<file path="src/rob_config.svh">
`ifndef ROB_CONFIG_SVH
`define ROB_CONFIG_SVH

// ========================================
// reorder buffer sizing
// ========================================

// number of entries, kept a power of two so indices wrap
`define ROB_SZ 16
`define ROB_IDX 4

// physical register index width
`define PRF_IDX 6

// pc and branch target width
`define ADDR_W 64

`endif

</file>
<file path="src/rob_pkg.sv">
`include "rob_config.svh"

package rob_pkg;

	// ========================================
	// dispatch side
	// ========================================

	// one decoded instruction from the front end
	typedef struct packed {
		logic                valid;
		logic [31:0]         ir;
		logic [`ADDR_W-1:0]  npc;
		logic [`PRF_IDX-1:0] pdest;
		logic [4:0]          adest;
		logic                is_branch;
		logic                pred_taken;
		logic [`ADDR_W-1:0]  pred_target;
	} disp_pkt_t;

	// static part of an entry, never touched after allocation
	typedef struct packed {
		logic [31:0]         ir;
		logic [`ADDR_W-1:0]  npc;
		logic [`PRF_IDX-1:0] pdest;
		logic [4:0]          adest;
	} entry_info_t;

	// prediction made at fetch
	typedef struct packed {
		logic               is_branch;
		logic               pred_taken;
		logic [`ADDR_W-1:0] pred_target;
	} pred_info_t;

	typedef struct packed {
		logic                valid;
		logic [`ROB_IDX-1:0] idx;
	} alloc_resp_t;

	// ========================================
	// execution and retire side
	// ========================================

	typedef struct packed {
		logic                valid;
		logic [`ROB_IDX-1:0] rob_idx;
		logic                actual_taken;
		logic [`ADDR_W-1:0]  actual_target;
	} complete_t;

	typedef struct packed {
		logic                valid;
		logic [4:0]          adest;
		logic [`PRF_IDX-1:0] pdest;
		logic [`ADDR_W-1:0]  npc;
	} retire_slot_t;

	typedef struct packed {
		logic                valid;
		logic [4:0]          adest;
		logic [`PRF_IDX-1:0] pdest;
		logic [`ADDR_W-1:0]  npc;
		logic [`PRF_IDX-1:0] freed_pdest;
	} commit_t;

	typedef struct packed {
		logic               valid;
		logic [`ADDR_W-1:0] target;
	} redirect_t;

endpackage

</file>
<file path="src/rob_retire.sv">
`include "rob_config.svh"

module rob_retire (
	input  logic                  clk,
	input  logic                  reset,
	input  rob_pkg::retire_slot_t retire_slot [2],
	input  rob_pkg::redirect_t    redirect_in,
	output rob_pkg::commit_t      commit [2],
	output rob_pkg::redirect_t    redirect
);

	// architectural register to physical register
	logic [`PRF_IDX-1:0] arch_map [32];
	logic [`PRF_IDX-1:0] freed [2];

	// slot 1 sees slot 0's write to the same register
	assign freed[0] = arch_map[retire_slot[0].adest];
	assign freed[1] = (retire_slot[0].valid && retire_slot[1].adest == retire_slot[0].adest) ?
		retire_slot[0].pdest : arch_map[retire_slot[1].adest];

	// ========================================
	// map table
	// ========================================

	always_ff @(posedge clk) begin
		if (reset) begin
			for (int i = 0; i < 32; i++)
				arch_map[i] <= `PRF_IDX'(i);
		end else begin
			if (retire_slot[0].valid)
				arch_map[retire_slot[0].adest] <= retire_slot[0].pdest;
			// younger write lands last
			if (retire_slot[1].valid)
				arch_map[retire_slot[1].adest] <= retire_slot[1].pdest;
		end
	end

	// ========================================
	// output registers
	// ========================================

	always_ff @(posedge clk) begin
		for (int i = 0; i < 2; i++) begin
			commit[i].adest       <= retire_slot[i].adest;
			commit[i].pdest       <= retire_slot[i].pdest;
			commit[i].npc         <= retire_slot[i].npc;
			commit[i].freed_pdest <= freed[i];
		end
		redirect.target <= redirect_in.target;
	end

	always_ff @(posedge clk) begin
		if (reset) begin
			commit[0].valid <= 1'b0;
			commit[1].valid <= 1'b0;
			redirect.valid  <= 1'b0;
		end else begin
			commit[0].valid <= retire_slot[0].valid;
			commit[1].valid <= retire_slot[1].valid;
			redirect.valid  <= redirect_in.valid;
		end
	end

endmodule

</file>
<file path="config.mk">
export PLATFORM = sky130hd
export DESIGN_NAME = rob_retire
export DESIGN_NICKNAME = d
export VERILOG_FILES = /design/src/rob_pkg.sv /design/src/rob_retire.sv
export VERILOG_INCLUDE_DIRS = /design/src
export SDC_FILE = /design/constraint.sdc
export NUM_CORES = 1
export LEC_CHECK = 0
export BUFFER_PORTS_ARGS = -buffer_cell sky130_fd_sc_hd__buf_4
export CORE_MARGIN = 10
export CORE_UTILIZATION = 47
export DETAILED_ROUTE_END_ITERATION = 8
export GPL_TIMING_DRIVEN = 1
export PLACE_DENSITY = 0.76
export SLEW_MARGIN = 10
export SYNTH_ARGS = -nofsm -noshare
export SYNTH_HDL_FRONTEND = slang
export SYNTH_SLANG_ARGS = --single-unit
</file>
<file path="constraint.sdc">
create_clock -name clk -period 1.8 [get_ports clk]
set_input_delay 0.09 -clock clk [delete_from_list [all_inputs] [get_ports clk]]
set_output_delay 0.09 -clock clk [all_outputs]
set_load 0.005 [all_outputs]
</file>
======== After elaboration in Yosys (flattened, before gate mapping) ========
Memory sizes are Yosys's and may differ from the RTL's. A register that Yosys moved wholly into a read port is not among the register bits.
Cells that the tools add are included.
word-level totals
  register bits ........................... 223
  RAM bits ................................ 192
  bits of input ports ..................... 219
  output and inout port bits .............. 229
  word-level logic and storage cells ...... 31
  memories ................................ 1
operators by class
  eq/ne operators ......................... 1
  muxes and demuxes ....................... 15
  reductions and logical operators ........ 3
memory list
  memory    words  bits a word  rd ports  clocked after Yosys merged registers in  wr ports  line              RTL
  arch_map  32     6            2         1                                        32        rob_retire.sv:13  logic [`PRF_IDX-1:0] arch_map [32];
operator list
  cell                 number
  2-to-1 mux 6 bit     3
  OR reduction 6 bit   2
  2-to-1 mux 1 bit     10
  2-to-1 mux 5 bit     2
  equality test 5 bit  1
  logical AND 1 bit    1

======== Depth between registers and ports, before layout ========
  depth after elaboration ................. 5
  mapped depth ............................ 8
  mapped depth without buffers ............ 6

======== Worst setup path after synthesis ========
Ideal clock, no wire load.
  kind .................................... input-to-reg
  start point ............................. input retire_slot[146] (netlist bit)
  end point ............................... memory arch_map[25][0] (netlist bit) (enable)
  setup time .............................. 284 ps
  arrival ................................. 1,445 ps
  required time ........................... 1,516 ps
  path slack .............................. 71 ps
  stages .................................. 6
  buffers on the path ..................... 3
  cells stage by stage .................... buf_2 -> buf_2 -> nand3b_1 -> clkbuf_1 -> nor2_1 -> or3_1
RTL lines
  item                line              RTL
  start: declaration  rob_retire.sv:6   input rob_pkg::retire_slot_t retire_slot [2],
  end: declaration    rob_retire.sv:13

==> reports/metrics.cfg <==
[run_status]
status=complete, but fails checks
violations=negative setup slack

[logic_synthesis]
netlist_area_um2=16300
synthTopCellsByCount=229 x dfxtp_1, 192 x edfxtp_1, 90 x a22oi_1, 87 x nor2_1, 83 x mux4_2
netlist-cell-type-count=52
synthCells=1143
ys_seq_area_share_pct=63.5
ys_warn_count=0
synthArstFlopShare_pct=0
syn-mean-instance-area_um2=14.3
ys.flop_type=dfxtp_1
synth_nets=1362
yosysMostFrequentCell=dfxtp_1
synth_top_area_share_pct=35.3
yosysTopAreaCell=edfxtp_1
ys_ff_latch=421
synth_edf_count=192
synth_area_leaders=edfxtp_1 35%, dfxtp_1 28%, mux4_2 11%

[place]
io_buffers=447
placed_area_um2=21000
dp_hpwl_um=57600
place.gp.congestion=1.03

[cells_and_area]
nNetsFinal=2130
utilization_pct=72.3
layout-drive-gt1-share_pct=40.9
fin_area_um2=24800
fillers=2277
area_delta_synth_final_pct=52.3

[die]
core-area_um2=34400
ios=448
start_util_pct=47.5
die_w_um=206
dieArea_um2=42600
fp-row-count=68
die_h_um=206

[sta]
max_clock_freq_mhz=535
worst_slack_ps=-69.4
finalSetupTns_ps=-69.4
final.period_utilization_pct=104
slew_viol_final=0
relSlewSlack_pct=39.1
finalSetupViolations=1
rsz0062_at_grt=true
finClkSkew_ps=25.2
worst-slew-pin-transition_ps=912
fin_crit_ps=1870
finalHoldViolCount=0

[hold_path]
min_to=commit[23]
hp-class=in -> reg
min_path_cells=2
hold_start=retire_slot[17]

[route]
first_pass_iters=7
viasPerCell=6.23
ant_nets=0
drt-initial-drc-count=2189
num_vias=15100
wl_per_cell_um=33.5
route.detailed.drc=0
wirelength_um=81000

[worst_setup_path]
crit_arrival_ps=2360
timing.rr.start=arch_map[30][4]
r2r_cells=5
r2r_slack_ps=-70
required_ps=2290
startpoint_type=flip-flop
reg2reg_to=commit[4]
cp_max_fo=2
path_class=reg -> reg
cp-end-kind=flip-flop

[global_routing]
antenna_found_initial=21
grt_max_degree=34
grt_usage_pct=37.3
grt_overflow=0
grt_use_met3_pct=15.8
grt_busiest_layer=met2
grt_pass1_vias=15300
met2_usage_pct=60.7
grt_first_pass_wirelength_um=112000
met1_usage_pct=42.0

[cts]
tritoncts=done
clk_pin_slew_ps=70
clk_path_buf_depth=3
clkSinkCount=421
post-cts-setup-buffers=0
cts_buffers=44
clock-root-buffer=clkbuf_16
htreeDepth=2
clkLatencyLatePin_ps=610

[run]
maxCapViolations=0

[power]
leakage_uw=0.00996
peakVddDrop_mv=0.986
powerDensity_nw_per_um2=936

## worst max-delay path by stage
stage / slack (ps) / startpoint / endpoint
after floorplan: 70 / retire_slot[146] / arch_map[25][0]
after global placement: -130 / retire_slot[70] / commit[5]
after detailed placement: -140 / retire_slot[70] / commit[5]
after CTS: -40 / arch_map[19][4] / commit[4]
after global routing: -100 / arch_map[30][4] / commit[4]
final: -70 / arch_map[30][4] / commit[4]
## sequential cells by signal (all words and copies together) (netlist names)
register	flops
redirect	65
commit	164
arch_map	192
## per-layer routing
layer	wire, µm	vias to the layer above
met5	0	-
met4	4470	0
met3	12400	317
met2	38400	1400
met1	25800	7327
li1	-	6023
## worst max-delay path, cell delays in order, from the launching register on
cell	delay, ps
edfxtp_1	430
mux4_2	490
and3_4	210
o31ai_4	220
o2111ai_1	120
mux2_4	280
## per-stage QoR
step	setup WS [ps]	std cells	hold WS, ps	power (µW)
after floorplan	70.9	1143	118	11900
after global placement	-128	2101	195	13600
after detailed placement	-140	2101	196	13600
after CTS	-43.5	2398	106	23000
after global routing	-99.9	2415	115	23700
final	-69.4	2420	119	23200
## logic make-up (layout without fill, tap and decap cells)
family | after synthesis | after routing | share of synthesized area, %
flip-flops | 421 | 421 | 63.5
other | 0 | 22 | 0
AO/OA/AOI/OAI | 243 | 243 | 11.1
XOR/XNOR | 5 | 5 | 0.268
AND/OR/NAND/NOR | 265 | 265 | 8.41
multiplexers | 105 | 105 | 13.9
buffers and inverters | 104 | 904 | 2.93
## power breakdown
part           internal, µW  total, µW  switching [µW]
logic                  1640       3150            1510
clock network          5150       9170            4020
registers             10600      10900             346
total                 17400      23200            5880
## cells in the final DEF (no fill, tap or decap), types with 11 or more instances in the layout
cell / count
buf_4: 582
dfxtp_1: 229
dlygate4sd3_1: 219
edfxtp_1: 192
mux4_2: 84
a22oi_1: 84
nor2_1: 83
a22o_1: 73
nand2_1: 48
clkbuf_16: 46
o22ai_1: 32
or3_1: 31
a21oi_1: 25
nor3_1: 25
diode_2: 22
nor3_2: 15
nand4_1: 11
## cell type report
type                    count  area, µm²  area share, %
flip-flops and latches    421      10300           41.7
repair buffers            812       6770           27.3
multi-input cells         618       5600           22.5
clock buffers              65       1290           5.18
well taps                 455        569           2.29
clock inverters            13        151          0.610
diodes                     22       55.1          0.222
inverters                  14       52.6          0.212
## timing repair
item                                    in CTS  in global routing
hold buffers                               219                  0
resized for setup                            2                 25
endpoints found under the setup margin       2                 60
endpoints found under the hold margin      240                  0
pin swaps                                    1                  1
Note: power is estimated with default switching activity, not from simulation.
