<file path="src/rob_config.svh">
`ifndef ROB_CONFIG_SVH
`define ROB_CONFIG_SVH

// ========================================
// reorder buffer sizing
// ========================================

// number of entries, kept a power of two so indices wrap
`define ROB_SZ 16
`define ROB_IDX 4

// physical register index width
`define PRF_IDX 6

// pc and branch target width
`define ADDR_W 64

`endif

</file>
<file path="src/rob_pkg.sv">
`include "rob_config.svh"

package rob_pkg;

	// ========================================
	// dispatch side
	// ========================================

	// one decoded instruction from the front end
	typedef struct packed {
		logic                valid;
		logic [31:0]         ir;
		logic [`ADDR_W-1:0]  npc;
		logic [`PRF_IDX-1:0] pdest;
		logic [4:0]          adest;
		logic                is_branch;
		logic                pred_taken;
		logic [`ADDR_W-1:0]  pred_target;
	} disp_pkt_t;

	// static part of an entry, never touched after allocation
	typedef struct packed {
		logic [31:0]         ir;
		logic [`ADDR_W-1:0]  npc;
		logic [`PRF_IDX-1:0] pdest;
		logic [4:0]          adest;
	} entry_info_t;

	// prediction made at fetch
	typedef struct packed {
		logic               is_branch;
		logic               pred_taken;
		logic [`ADDR_W-1:0] pred_target;
	} pred_info_t;

	typedef struct packed {
		logic                valid;
		logic [`ROB_IDX-1:0] idx;
	} alloc_resp_t;

	// ========================================
	// execution and retire side
	// ========================================

	typedef struct packed {
		logic                valid;
		logic [`ROB_IDX-1:0] rob_idx;
		logic                actual_taken;
		logic [`ADDR_W-1:0]  actual_target;
	} complete_t;

	typedef struct packed {
		logic                valid;
		logic [4:0]          adest;
		logic [`PRF_IDX-1:0] pdest;
		logic [`ADDR_W-1:0]  npc;
	} retire_slot_t;

	typedef struct packed {
		logic                valid;
		logic [4:0]          adest;
		logic [`PRF_IDX-1:0] pdest;
		logic [`ADDR_W-1:0]  npc;
		logic [`PRF_IDX-1:0] freed_pdest;
	} commit_t;

	typedef struct packed {
		logic               valid;
		logic [`ADDR_W-1:0] target;
	} redirect_t;

endpackage

</file>
<file path="src/rob_dispatch.sv">
`include "rob_config.svh"

module rob_dispatch (
	input  logic               clk,
	input  logic               reset,
	input  rob_pkg::disp_pkt_t disp_in [2],
	input  logic [1:0]         credit_ret,
	input  logic               flush,
	output logic [1:0]         disp_accept,
	output rob_pkg::disp_pkt_t staged [2]
);

	// free entries not yet promised to a packet
	logic [`ROB_IDX:0] credits;
	logic [1:0]        valid_cnt;

	// ========================================
	// accept count
	// ========================================

	// in order: slot 1 counts only behind a valid slot 0
	always_comb begin
		if (!disp_in[0].valid)
			valid_cnt = 2'd0;
		else if (!disp_in[1].valid)
			valid_cnt = 2'd1;
		else
			valid_cnt = 2'd2;
	end

	always_comb begin
		disp_accept = valid_cnt;
		if (credits < (`ROB_IDX+1)'(disp_accept))
			disp_accept = credits[1:0];
		// squash cycle, staging is about to be dropped
		if (flush)
			disp_accept = 2'd0;
	end

	// ========================================
	// credits and staging
	// ========================================

	always_ff @(posedge clk) begin
		if (reset || flush)
			credits <= (`ROB_IDX+1)'(`ROB_SZ);
		else
			credits <= credits + (`ROB_IDX+1)'(credit_ret) - (`ROB_IDX+1)'(disp_accept);
	end

	always_ff @(posedge clk) begin
		if (reset || flush) begin
			staged[0].valid <= 1'b0;
			staged[1].valid <= 1'b0;
		end else begin
			staged[0]       <= disp_in[0];
			staged[1]       <= disp_in[1];
			staged[0].valid <= disp_accept != 2'd0;
			staged[1].valid <= disp_accept == 2'd2;
		end
	end

endmodule

</file>
<file path="config.mk">
export PLATFORM = sky130hd
export DESIGN_NAME = rob_dispatch
export DESIGN_NICKNAME = d
export VERILOG_FILES = /design/src/rob_pkg.sv /design/src/rob_dispatch.sv
export VERILOG_INCLUDE_DIRS = /design/src
export SDC_FILE = /design/constraint.sdc
export NUM_CORES = 1
export LEC_CHECK = 0
export BUFFER_PORTS_ARGS = -buffer_cell sky130_fd_sc_hd__buf_2
export CAP_MARGIN = 20
export CORE_AREA = 2 2 275 277
export CTS_CLUSTER_SIZE = 24
export DETAILED_ROUTE_END_ITERATION = 7
export DIE_AREA = 0 0 277 279
export PLACE_DENSITY = 0.34
export SETUP_SLACK_MARGIN = 0.05
export SYNTH_ARGS = -nofsm -noshare
export SYNTH_HDL_FRONTEND = slang
export SYNTH_SLANG_ARGS = --single-unit
</file>
<file path="constraint.sdc">
create_clock -name clk -period 36.3 [get_ports clk]
set_clock_uncertainty 0.1 [all_clocks]
set_input_delay 1.815 -clock clk [delete_from_list [all_inputs] [get_ports clk]]
set_output_delay 1.815 -clock clk [all_outputs]
set_load 0.05 [all_outputs]
</file>
Word level (Yosys, flattened, before mapping) --
Index checks and enable logic that the tools add are counted.
Operators by class: $add $sub $neg 2, muxes and demuxes 4, equality and inequality tests 1, reduce and logical (&&, ||, !) cells 2, magnitude comparators 1
Operators with widths (count):
- $mux W2 | 4
- $add A5 B2 Y5 | 1
- $lt A5 B2 Y1 | 1
- $sub A5 B2 Y5 | 1
- $eq A2 B2 Y1 const B | 1
- $reduce_bool A2 Y1 | 1
- $logic_or A1 B1 Y1 | 1
Word-level totals: flip-flop bits (word level) 353, output and inout bits 350, bits of input ports 353

Logic depth before layout (Yosys ltp) --
depth in word-level cells 6, mapped depth 12, gate-level depth less buffers 12

Least setup slack after synthesis --
Ideal clock, no wire load.
path kind input -> register, start in reset, end reg credits[4], path slack 18.699 ns, setup time 0.141 ns, path buffers 0, cell stages on the path 3, arrival 17.361 ns, required time 36.059 ns, path through nor2_1 -> and2_1 -> mux2i_1
On the way: cells in the longest elaborated chain, start to end 1
RTL lines:
- start, declared | line rob_dispatch.sv:5 | input logic reset,
- $logic_or A1 B1 Y1 | line rob_dispatch.sv:45 | if (reset || flush)
- end signal, assigned | line rob_dispatch.sv:46 | credits <= (`ROB_IDX+1)'(`ROB_SZ);
- end signal, assigned | line rob_dispatch.sv:48 | credits <= credits + (`ROB_IDX+1)'(credit_ret) - (`ROB_IDX+1)'(disp_accept);
- end, declared | line rob_dispatch.sv:14 | logic [`ROB_IDX:0] credits;
No other way between the ends. A chain may end at the register's enable or synchronous reset.

Worst setup path after layout --
start in disp_in[347] in the netlist's numbering, end out disp_accept[0]
On the way: cells in the longest elaborated chain, start to end 4
RTL lines:
- start, declared | line rob_dispatch.sv:6 | input rob_pkg::disp_pkt_t disp_in [2],
- $mux W2 (*) | line rob_dispatch.sv:23 | if (!disp_in[0].valid)
- $lt A5 B2 Y1 | line rob_dispatch.sv:33 | if (credits < (`ROB_IDX+1)'(disp_accept))
- $mux W2 (*) | line rob_dispatch.sv:33
- $mux W2 (*) | line rob_dispatch.sv:36 | if (flush)
- end, declared | line rob_dispatch.sv:9 | output logic [1:0] disp_accept,
Every way passes the cells marked *; elsewhere a longest branch is shown, timed or not.

==> results.yml <==
floorplan:
  io_pins: 703
  fp.dieW_um: 277
  core.rowCount: 100
  dieArea_um2: 77300
  start_util_pct: 14.7
  die-height_um: 279
  core_area_um2: 74100
drt:
  vias: 6875
  drt_iter0_markers: 366
  final_antenna_net_count: 0
  avgViaCountPerCell: 3.19
  highest_layer: "met5"
  drt-met1-wl_um: 14400
  firstDrtPassIters: 5
  avgRoutedWirePerCell_um: 18.5
  drc_errors: 0
  wl_met3_um: 3280
  wl_met2_um: 21100
  routed_wl_um: 39900
critical_path:
  critPathKind: "input pin to output pin"
  timing.rr.start: "credits[1]"
  start_kind: "input pin"
  end_kind: "output pin"
  critical-path-max-stage-delay_ns: 0.49
  crit_path_top_delay_cell: "or4b_4"
  cp.required_ns: 34.39
  critical_path_arrival_ns: 3.50
  crit_fanout: 4
  ff2ff_setup_slack_ns: 33.12
  path_cells: "buf_2 > nand2_1 > ha_1 > or4b_4 > a221o_1 > inv_1 > buf_2"
  startpoint: "disp_in[347]"
  worst_path_most_repeated_cell: "buf_2"
global_route:
  grt_use_total_pct: 9.77
  grt_pass1_wl_um: 54300
  grt_overflow_total: 0
  antenna_found_initial: 14
  grt_max_degree: 69
  grt_pass1_vias: 7368
pwr:
  p_per_area_nw_per_um2: 61.7
  peakVddDrop_v: 0.0000331
  power.leakage_nw: 6.92
logic_synthesis:
  synth_seq_cells: 353
  synth_top_area_share_pct: 95.4
  synth_edf_count: 346
  ys_warn_count: 0
  async_flop_share_pct: 0
  synth_top_family_by_area: "adder cells"
  synthSimpleGateAreaFrac_pct: 0.838
  synth_ff_type: "edfxtp_1"
  syn_inst: 401
  synth_fp_nets: 763
  synthMuxAreaShare_pct: 0.184
  synth_xor_area_share_pct: 0.0804
  synth_area_um2: 10900
  netlist_top_cells_area: "edfxtp_1, dfxtp_1, ha_1"
  synth_compound_area_share_pct: 0.666
  synth_cell_types: 23
  synthAdderAreaFrac_pct: 1.17
  ys_seq_area_share_pct: 96.6
  synth_area_per_cell_um2: 27.2
  yosysTopAreaCell: "edfxtp_1"
run:
  cap_viol_max_count: 0
timing:
  maxSlewHeadroom_pct: 36.7
  rsz0062_at_grt: "false"
  setup_viol: 0
  hold_viol_final: 0
  max_freq_mhz: 185
  final.setup.tns_ns: 0
  setup_ws_ns: 30.89
  period_share_pct: 14.9
  hold-worst-slack_ns: 0.520
  timing.final.crit_period_ns: 5.41
  worstMarginPinSlew_ns: 0.950
  slew_viol_final: 0
finish:
  drive_above_1_share_pct: 64.7
  nNetsFinal: 1514
  layout_common_cells: "buf_2, edfxtp_1, clkbuf_16"
  areaGrowthSynthToFinish_pct: 55.7
  fillCellCount: 7941
  final_common_cell: "buf_2"
clocking:
  clkTransAtPathRegs_ns: 0.06
  cts_setup_buffers: 0
  htreeDepth: 2
  cts_hold_buf: 0
  clk_latency_ns: 0.55
  cts_tree: "built"
  cts.sinks: 353
  numCtsBuffers: 42
  cts_buffer_depth: 3
  post_cts_resized: 0
  cts_root_buf: "clkbuf_16"
min_path:
  hp-start: "credits[1]"
  holdCritPathClass: "flop to flop"
placed_design:
  dp.final_hpwl_um: 31500
  place.port_buffers: 702
  dp_slack_ns: 30.48
  gp_congestion: 0.919
run_status:
  outcome: "finished, final reports clean"
## registers in the layout, summed over array words and instances, names as in the netlist
name / count
staged: 348
credits: 5
## metrics by stage
stage                     std cells  power (mW)  instance area [µm²]  util (%)
after floorplan                 401       0.611                10900         -
after CTS                      2152        1.07                16900      22.9
after global placement         2077       0.658                15700      21.2
final                          2156        1.05                17000      22.9
after global routing           2155        1.09                17000      22.9
after detailed placement       2077       0.658                15700      21.2
## cells in the mapped netlist, drive strengths merged (2+ instances only)
| cell type | instances |
|---|---|
| nand2 | 2 |
| ha | 7 |
| and2 | 3 |
| edfxtp | 346 |
| a21o | 2 |
| nor3 | 2 |
| inv | 12 |
| mux2i | 2 |
| dfxtp | 7 |
| nor2 | 2 |
| a21oi | 3 |
| fa | 2 |
## final timing paths
path,end,depth (start not counted)
worst min register to register,staged[173],2
worst min-delay path,staged[173],2
worst max-delay path,disp_accept[0],7
worst max register to register,credits[4],10
## critical path, delay by kind of cell
family / cells / cell delay [ns]
buffers and inverters: 3 / 0.51
and+or+nand+nor: 2 / 0.55
AOI/OAI and AO/OA: 1 / 0.34
adders and majority gates: 1 / 0.29
## kinds of logic (layout without fill, tap and decap cells)
group / count (synthesis) / after routing
AO/OA/AOI/OAI: 9 / 9
adder cells (fa/ha/maj): 9 / 9
multiplexers: 2 / 2
XOR/XNOR: 1 / 1
other: 0 / 4
buffers and inverters: 12 / 794
AND/OR/NAND/NOR: 15 / 15
flip-flops: 353 / 353
## power by group
group          total [mW]  switching [mW]  internal [mW]
clock network       0.399           0.167          0.232
registers           0.487         0.00784          0.479
logic               0.160           0.125         0.0350
total                1.05           0.300          0.746
## layout make-up
cell class	instances	area [µm²]	area share (%)
diodes	4	10.0	0.0590
inverters	12	45.0	0.266
clock buffers	57	1170	6.91
repair buffers	707	3550	20.9
clock inverters	18	111	0.657
well taps	969	1210	7.15
flip-flops and latches	353	10500	62.1
multi-input cells	36	328	1.93
## layer usage
metal | up-vias | track usage [%]
met5 | - | 0
met4 | 4 | 3.99
met3 | 62 | 3.25
met2 | 336 | 17.4
met1 | 3343 | 10.6
li1 | 3130 | -
(Power assumes the default switching activity.)
